--- config.mk ---
export PLATFORM = sky130hd
export DESIGN_NAME = sliding_detector_top
export DESIGN_NICKNAME = d
export VERILOG_FILES = /design/src/detector_pkg.sv /design/src/bit_corrector.sv /design/src/fp_checker.sv /design/src/residual_window.sv /design/src/sliding_detector_single_slice.sv /design/src/sliding_detector_top.sv
export SDC_FILE = /design/constraint.sdc
export NUM_CORES = 2
export LEC_CHECK = 0
export ABC_CLOCK_PERIOD_IN_PS = 35400
export BUFFER_PORTS_ARGS = -buffer_cell sky130_fd_sc_hd__buf_4
export CORE_ASPECT_RATIO = 1.2
export CORE_MARGIN = 10
export CORE_UTILIZATION = 65
export DETAILED_ROUTE_END_ITERATION = 6
export GPL_TIMING_DRIVEN = 0
export PLACE_DENSITY = 0.85
export SETUP_SLACK_MARGIN = 0.3
export SLEW_MARGIN = 0
export SYNTH_ARGS = -nofsm -noshare
export SYNTH_HDL_FRONTEND = slang
export SYNTH_SLANG_ARGS = --single-unit
--- constraint.sdc ---
create_clock -name clk -period 35.4 [get_ports clk]
set_input_delay 3.54 -clock clk [delete_from_list [all_inputs] [get_ports clk]]
set_output_delay 3.54 -clock clk [all_outputs]
set_load 0.05 [all_outputs]
--- src/detector_pkg.sv ---
`default_nettype none

package detector_pkg;

    // window and pattern geometry
    localparam int SEQ_LENGTH         = 3;
    localparam int FLIP_PATTERN_DEPTH = 3;
    localparam int NUM_FLIP_PATTERNS  = 4;
    localparam int CHANNEL_TAPS       = FLIP_PATTERN_DEPTH + SEQ_LENGTH - 1;

    // datapath widths
    localparam int EST_ERROR_BITWIDTH   = 8;
    localparam int EST_CHANNEL_BITWIDTH = 8;
    localparam int ENER_BITWIDTH        = 18;
    localparam int FLAG_BITWIDTH        = 3;  // 0 = no flip, k = pattern k-1
    localparam int COUNT_BITWIDTH       = 16;
    localparam int FILL_BITWIDTH        = $clog2(SEQ_LENGTH + 1);

    localparam int RAW_SQR_BITWIDTH = 2 * EST_ERROR_BITWIDTH;
    localparam int ADJ_BITWIDTH     = 12;  // residual plus three 2*tap terms
    localparam int SQR_BITWIDTH     = 2 * ADJ_BITWIDTH;
    localparam int SUM_BITWIDTH     = SQR_BITWIDTH + 2;

    localparam logic [ENER_BITWIDTH-1:0] ENER_MAX = '1;

    // bit j of an entry marks window position j
    localparam logic [NUM_FLIP_PATTERNS-1:0][FLIP_PATTERN_DEPTH-1:0] FLIP_PATTERNS = {
        3'b101,  // entry 3
        3'b111,
        3'b011,
        3'b010   // entry 0
    };

    typedef logic signed [EST_ERROR_BITWIDTH-1:0]   residual_t;
    typedef logic signed [EST_CHANNEL_BITWIDTH-1:0] tap_t;
    typedef logic [ENER_BITWIDTH-1:0]               energy_t;

    typedef tap_t [CHANNEL_TAPS-1:0] channel_t;

    typedef struct packed {
        logic                       valid;
        logic [SEQ_LENGTH-1:0]      bits;       // position 0 is the oldest
        residual_t [SEQ_LENGTH-1:0] residuals;
    } window_t;

    typedef struct packed {
        logic                     valid;
        logic [FLAG_BITWIDTH-1:0] error_flag;
        energy_t                  mmse_val;
        logic [SEQ_LENGTH-1:0]    bits;         // before correction
    } decision_t;

endpackage

`default_nettype wire

--- src/bit_corrector.sv ---
`timescale 1ns/10ps
`default_nettype none

module bit_corrector
    import detector_pkg::*;
(
    input  wire logic                     clk,
    input  wire logic                     rst_n,
    input  wire window_t                  window,
    input  wire logic [FLAG_BITWIDTH-1:0] error_flag,
    input  wire energy_t                  mmse_val,
    output logic [SEQ_LENGTH-1:0]         corrected_bits,
    output logic                          out_valid,
    output decision_t                     decision,
    output logic [COUNT_BITWIDTH-1:0]     correction_count
);

    logic [FLIP_PATTERN_DEPTH-1:0] flip_mask;
    logic [FLAG_BITWIDTH-1:0]      dec_flag;
    energy_t                       dec_mmse;
    logic [SEQ_LENGTH-1:0]         dec_bits;

    // flag k selects pattern k-1
    always_comb begin
        flip_mask = '0;
        if (error_flag != '0) begin
            flip_mask = FLIP_PATTERNS[error_flag - FLAG_BITWIDTH'(1)];
        end
    end

    always_ff @(posedge clk) begin
        if (!rst_n) begin
            out_valid        <= 1'b0;
            correction_count <= '0;
        end else begin
            out_valid <= window.valid;
            if (window.valid && (error_flag != '0)) begin
                correction_count <= correction_count + 1'b1;  // wraps
            end
        end
    end

    always_ff @(posedge clk) begin
        if (window.valid) begin
            dec_flag       <= error_flag;
            dec_mmse       <= mmse_val;
            dec_bits       <= window.bits;
            corrected_bits <= window.bits ^ flip_mask;
        end
    end

    assign decision = '{
        valid:      out_valid,
        error_flag: dec_flag,
        mmse_val:   dec_mmse,
        bits:       dec_bits
    };

    // slice must never hand over a flag past the last pattern
    a_flag_range: assert property (
        @(posedge clk) disable iff (!rst_n)
        out_valid |-> decision.error_flag <= FLAG_BITWIDTH'(NUM_FLIP_PATTERNS)
    );

    a_no_flip_passthru: assert property (
        @(posedge clk) disable iff (!rst_n)
        out_valid && (decision.error_flag == '0) |-> corrected_bits == decision.bits
    );

endmodule

`default_nettype wire

--- src/fp_checker.sv ---
`timescale 1ns/10ps
`default_nettype none

module fp_checker
    import detector_pkg::*;
#(
    parameter int pattern_index = 0
) (
    input  wire residual_t [SEQ_LENGTH-1:0] seq,
    input  wire logic [SEQ_LENGTH-1:0]      bits,
    input  wire channel_t                   channel,
    output energy_t                         mse_val
);

    localparam logic [FLIP_PATTERN_DEPTH-1:0] PATTERN = FLIP_PATTERNS[pattern_index];

    logic signed [2:0]              delta [FLIP_PATTERN_DEPTH];
    logic signed [ADJ_BITWIDTH-1:0] adj   [SEQ_LENGTH];
    logic [SQR_BITWIDTH-1:0]        sqr   [SEQ_LENGTH];
    logic [SUM_BITWIDTH-1:0]        ener_sum;

    // a set bit is symbol +1, so flipping it moves the symbol by -2
    always_comb begin
        for (int j = 0; j < FLIP_PATTERN_DEPTH; j++) begin
            if (!PATTERN[j]) begin
                delta[j] = 3'sd0;
            end else if (bits[j]) begin
                delta[j] = -3'sd2;
            end else begin
                delta[j] = 3'sd2;
            end
        end
    end

    // cancel the event through the channel
    always_comb begin
        for (int i = 0; i < SEQ_LENGTH; i++) begin
            adj[i] = ADJ_BITWIDTH'($signed(seq[i]));
            for (int j = 0; j < FLIP_PATTERN_DEPTH; j++) begin
                adj[i] = adj[i]
                       + delta[j] * $signed(channel[i - j + FLIP_PATTERN_DEPTH - 1]);
            end
        end
    end

    always_comb begin
        ener_sum = '0;
        for (int i = 0; i < SEQ_LENGTH; i++) begin
            sqr[i]   = SQR_BITWIDTH'(adj[i]) * SQR_BITWIDTH'(adj[i]);
            ener_sum = ener_sum + SUM_BITWIDTH'(sqr[i]);
        end
    end

    // clamp to the energy range
    assign mse_val = (ener_sum > SUM_BITWIDTH'(ENER_MAX)) ? ENER_MAX
                                                          : ener_sum[ENER_BITWIDTH-1:0];

endmodule

`default_nettype wire

--- src/residual_window.sv ---
`timescale 1ns/10ps
`default_nettype none

module residual_window
    import detector_pkg::*;
(
    input  wire logic      clk,
    input  wire logic      rst_n,
    input  wire logic      sample_valid,
    input  wire logic      sample_bit,
    input  wire residual_t sample_residual,
    output window_t        window
);

    logic [FILL_BITWIDTH-1:0]   fill_cnt;
    logic                       win_valid;
    logic [SEQ_LENGTH-1:0]      win_bits;
    residual_t [SEQ_LENGTH-1:0] win_res;

    // fill counter and window strobe
    always_ff @(posedge clk) begin
        if (!rst_n) begin
            fill_cnt  <= '0;
            win_valid <= 1'b0;
        end else begin
            win_valid <= sample_valid && (fill_cnt >= FILL_BITWIDTH'(SEQ_LENGTH - 1));
            if (sample_valid && (fill_cnt != FILL_BITWIDTH'(SEQ_LENGTH))) begin
                fill_cnt <= fill_cnt + 1'b1;  // saturates at full
            end
        end
    end

    // newest sample enters at the top, oldest drops out of position 0
    always_ff @(posedge clk) begin
        if (sample_valid) begin
            win_bits <= {sample_bit, win_bits[SEQ_LENGTH-1:1]};
            win_res  <= {sample_residual, win_res[SEQ_LENGTH-1:1]};
        end
    end

    assign window = '{valid: win_valid, bits: win_bits, residuals: win_res};

    a_valid_needs_full: assert property (
        @(posedge clk) disable iff (!rst_n)
        win_valid |-> (fill_cnt == FILL_BITWIDTH'(SEQ_LENGTH)) && $past(sample_valid)
    );

endmodule

`default_nettype wire

--- src/sliding_detector_single_slice.sv ---
`timescale 1ns/10ps
`default_nettype none

module sliding_detector_single_slice
    import detector_pkg::*;
(
    input  wire residual_t [SEQ_LENGTH-1:0] residual_error_trace,
    input  wire logic [SEQ_LENGTH-1:0]      bits,
    input  wire channel_t                   channel,
    output logic [FLAG_BITWIDTH-1:0]        error_flag,
    output energy_t                         mmse_val
);

    energy_t                       ener_none;
    energy_t                       ener_pat [NUM_FLIP_PATTERNS];
    energy_t                       mse_val  [NUM_FLIP_PATTERNS+1];
    logic [RAW_SQR_BITWIDTH-1:0]   sqr_val;

    // unflipped energy
    always_comb begin
        ener_none = '0;
        sqr_val   = '0;
        for (int ii = 0; ii < SEQ_LENGTH; ii++) begin
            sqr_val   = RAW_SQR_BITWIDTH'($signed(residual_error_trace[ii]))
                      * RAW_SQR_BITWIDTH'($signed(residual_error_trace[ii]));
            ener_none = ener_none + ENER_BITWIDTH'(sqr_val);
        end
    end

    for (genvar gi = 0; gi < NUM_FLIP_PATTERNS; gi++) begin : g_fpc
        fp_checker #(
            .pattern_index(gi)
        ) fpc_i (
            .seq     (residual_error_trace),
            .bits    (bits),
            .channel (channel),
            .mse_val (ener_pat[gi])
        );
    end

    // strict-less scan, so ties stay with the lower index
    always_comb begin
        mse_val[0] = ener_none;
        for (int ii = 0; ii < NUM_FLIP_PATTERNS; ii++) begin
            mse_val[ii+1] = ener_pat[ii];
        end
        error_flag = '0;
        for (int ii = 1; ii < NUM_FLIP_PATTERNS + 1; ii++) begin
            if (mse_val[ii] < mse_val[error_flag]) begin
                error_flag = FLAG_BITWIDTH'(ii);
            end
        end
        mmse_val = mse_val[error_flag];
    end

endmodule

`default_nettype wire

--- src/sliding_detector_top.sv ---
`timescale 1ns/10ps
`default_nettype none

module sliding_detector_top
    import detector_pkg::*;
(
    input  wire logic                 clk,
    input  wire logic                 rst_n,
    input  wire logic                 sample_valid,
    input  wire logic                 sample_bit,
    input  wire residual_t            sample_residual,
    input  wire channel_t             channel,     // quasi-static
    output logic                      out_valid,
    output logic [SEQ_LENGTH-1:0]     corrected_bits,
    output logic [FLAG_BITWIDTH-1:0]  error_flag,
    output energy_t                   mmse_val,
    output logic [COUNT_BITWIDTH-1:0] correction_count
);

    window_t                  window;
    logic [FLAG_BITWIDTH-1:0] slice_flag;
    energy_t                  slice_mmse;
    decision_t                decision;

    residual_window u_window (
        .clk             (clk),
        .rst_n           (rst_n),
        .sample_valid    (sample_valid),
        .sample_bit      (sample_bit),
        .sample_residual (sample_residual),
        .window          (window)
    );

    sliding_detector_single_slice u_slice (
        .residual_error_trace (window.residuals),
        .bits                 (window.bits),
        .channel              (channel),
        .error_flag           (slice_flag),
        .mmse_val             (slice_mmse)
    );

    bit_corrector u_corrector (
        .clk              (clk),
        .rst_n            (rst_n),
        .window           (window),
        .error_flag       (slice_flag),
        .mmse_val         (slice_mmse),
        .corrected_bits   (corrected_bits),
        .out_valid        (out_valid),
        .decision         (decision),
        .correction_count (correction_count)
    );

    assign error_flag = decision.error_flag;
    assign mmse_val   = decision.mmse_val;

endmodule

`default_nettype wire
==> out/summary.log <==
qor: run_status.run_status finished, violations left
qor: run_status.violations_in_the_final_reports capacitance limit, slew limit
qor: floorplanning.floorplan.core_area 132000 sq um
qor: yosys.ys_ff_latch 71
qor: placement.dp.final_hpwl 199 mm
qor: clock_tree.clock_path_buffers 2
qor: layout.layout_commonest_cell inv_1
qor: placement.gpl.final_weighted_congestion 0.998
qor: sta.timing.slew.headroom -0.103
qor: clock_tree.cts.sinks 71
qor: floorplanning.floorplan.die.height 420 um
qor: yosys.cells_after_synthesis 9858
qor: worst_setup_path.timing.critical_path.to_type flop
qor: worst_setup_path.r2r-start u_window.win_bits[1]$_DFFE_PP_
qor: min_path.min_delay_worst_endpoint u_corrector.correction_count[12]$_SDFFE_PN0P_
qor: layout.synthToLayoutAreaGrowth 3.84%
qor: worst_setup_path.reg2reg_slack 7.82 ns
qor: worst_setup_path.worstPathArrival 29.12 ns
qor: grt.maximum_number_of_pins_on_one_net_before_global_route_repair 30
qor: layout.proportion_of_layout_cells_with_a_drive_suffix_above_1 0.0222
qor: sta.final_setup_violation_count 0
qor: floorplanning.dieArea 149000 sq um
qor: min_path.hold_crit_path_type reg2reg
qor: layout.final_net_count 13021
qor: yosys.netlist_area 86800 sq um
qor: layout.final_cell_mix 2746 x inv_1, 1748 x fa_1, 1256 x ha_1
qor: yosys.number_of_enable_flip_flop_cells_after_synthesis 51
qor: yosys.synth_seq_area_share 0.0223
qor: clock_tree.cts_tree yes
qor: floorplanning.initial_utilization 0.656
qor: yosys.synthArstFlopShare 0
qor: min_path.holdPathStages 2
qor: grt.first_global_vias 72298
qor: yosys.syn-num-nets 12914
qor: sta.grt_setup_unrepaired false
qor: worst_setup_path.worst-endpoint-required 35.51 ns
qor: clock_tree.cts_hold_repair.buffers 0
qor: grt.grt_first_pass_wirelength 365 mm
qor: sta.setup_total_negative_slack 0 ns
qor: sta.shortest_period_the_worst_path_allows 29.01 ns
qor: worst_setup_path.worst_path_most_repeated_cell ha_1
qor: route.detail_route.wirelength 224 mm
qor: route.drt-vias-per-instance 5.65
qor: route.detail-route-antenna-nets 0
qor: sta.count_of_final_max_slew_check_failures 16
qor: clock_tree.clk-insertion-delay-late 0.39 ns
qor: yosys.synth.lib_cells_used.distinct 89
qor: route.drtIter0Drc 4566
qor: floorplanning.num_rows 146
qor: grt.gr-max-usage-layer met2
qor: worst_setup_path.delay_of_the_slowest_cell_on_the_worst_path 0.76 ns
qor: route.wire_per_inst 19.1 um
qor: grt.use_met2 0.523
qor: worst_setup_path.critPathMaxFanout 10
qor: yosys.synthesis.yosys.warnings 0
qor: grt.track_usage 0.308
qor: worst_setup_path.setup.worst_path.start_class primary input
qor: worst_setup_path.r2r-end u_corrector.dec_mmse[4]$_DFFE_PP_
qor: sta.tightestPinTransition 1.64 ns
qor: floorplanning.dieWidth 354 um
qor: sta.max_freq 34.5 MHz
qor: route.route.vias.total 66386
qor: floorplanning.num_io_pins 93
qor: placement.port_buffers 91
qor: yosys.synth_largest_type_area_fraction 0.403
qor: flow_run.maxCapViolCount 3
qor: clock_tree.clkTransAtPathRegs 0.08 ns
qor: grt.grt-ovfl-total 0
qor: clock_tree.ctsRootBufferMaster clkbuf_16
qor: clock_tree.cts_resized 0
qor: worst_setup_path.reg2reg_depth 97
qor: yosys.netlist.top_cell.by_area fa_1
qor: sta.finalCritPeriodShare 0.820
qor: yosys.synth_area_per_cell 8.80 sq um
qor: min_path.hold_path.startpoint u_corrector.correction_count[12]$_SDFFE_PN0P_
qor: sta.report.final.hold_viol_count 0
qor: route.drtPass1Iterations 7
qor: clock_tree.numCtsBuffers 9
qor: clock_tree.post_cts.repair.setup_buffers 0
qor: yosys.synth.area.top_cells fa_1 40%, ha_1 18%, inv_1 12%
qor: yosys.ys_dominant_reg_cell edfxtp_1
qor: grt.number_of_antenna_violations_at_the_first_check_in_global_routing 19
qor: grt.met3_usage 0.0578
qor: worst_setup_path.cpMaxStageDelayCell xnor2_1
qor: route.drcViolationCount 0
qor: sta.fin_skew 0.0231 ns
qor: grt.met1_usage 0.350
qor: clock_tree.cts_htree_levels 3
qor: worst_setup_path.timing.setup.critical_path_class in2reg
routing by layer:
metal  up-vias  wire [um]
met5         -         89
met3       766      17100
met1     32965      80200
met2      2377     108000
met4        14      19200
li1      30264          -
through the flow:
step                      instances  hold WS [ns]  setup slack, ns   util  instance area [sq um]
final                         11758         0.494             6.39  0.681                  90100
after global routing          11747         0.534             4.82  0.681                  90100
after CTS                     11744         0.499             6.98  0.681                  90100
after detailed placement      11728         0.486             6.66  0.679                  89800
after global placement        11725         0.466             6.81  0.678                  89700
after floorplan                9858         0.455            11.38      -                  86800
synth_stat cells, types with 121 or more instances:
library cell and number:
a21oi_1 403, nand2b_1 122, fa_1 1748, ha_1 1256, inv_1 2746, and2_1 270, nor2_1 512, o21ai_0 184
clkbuf_1 137, a21o_1 152, o21bai_1 137, nor2b_1 121, xnor2_1 448, nand2_1 623, xor2_1 143
critical path, delay by kind of cell:
kind | cells | cell delay, ns
AND/OR/NAND/NOR | 18 | 2.80
buffers and inverters | 17 | 4.79
adder cells (fa/ha/maj) | 17 | 6.25
XOR/XNOR | 3 | 1.58
AO/OA/AOI/OAI | 43 | 10.05
cells by family after synthesis:
| group | share of synthesized area |
|---|---|
| compound gates | 0.0941 |
| xor+xnor | 0.0596 |
| fa+ha+maj | 0.584 |
| buf+inv | 0.128 |
| flops | 0.0223 |
| mux | 0.00588 |
| simple gates | 0.106 |
cell type report:
type / instances / area [sq um]
Antenna cell: 12 / 30.0
Buffer: 151 / 612
Clock buffer: 9 / 225
Clock inverter: 7 / 63.8
Fill cell: 10274 / 42100
Inverter: 2788 / 10500
Multi-Input combinational cell: 6848 / 73800
Sequential cell: 71 / 1930
Tap cell: 1776 / 2220
Timing Repair Buffer: 96 / 747
state kept, by name, indices dropped and copies added (netlist names):
name	count
u_corrector.dec_flag	3
u_corrector.corrected_bits	3
u_corrector.dec_mmse	18
u_window.fill_cnt	2
u_window.window	24
u_window.win_bits	3
u_corrector.correction_count	16
u_window.win_valid	1
u_corrector.out_valid	1
worst max-delay path by stage:
stage	start	endpoint	cells after the start
floorplan	channel[17]	u_corrector.dec_mmse[3]$_DFFE_PP_	99
global placement	channel[9]	u_corrector.dec_mmse[3]$_DFFE_PP_	97
detailed placement	channel[9]	u_corrector.dec_mmse[4]$_DFFE_PP_	99
CTS	channel[9]	u_corrector.dec_mmse[4]$_DFFE_PP_	99
global route	channel[9]	u_corrector.dec_mmse[4]$_DFFE_PP_	97
finish	channel[9]	u_corrector.dec_mmse[4]$_DFFE_PP_	98
Power is left out: the tool's default activity adds up to more than one toggle a clock period on the data nets, which glitch-free logic cannot reach.
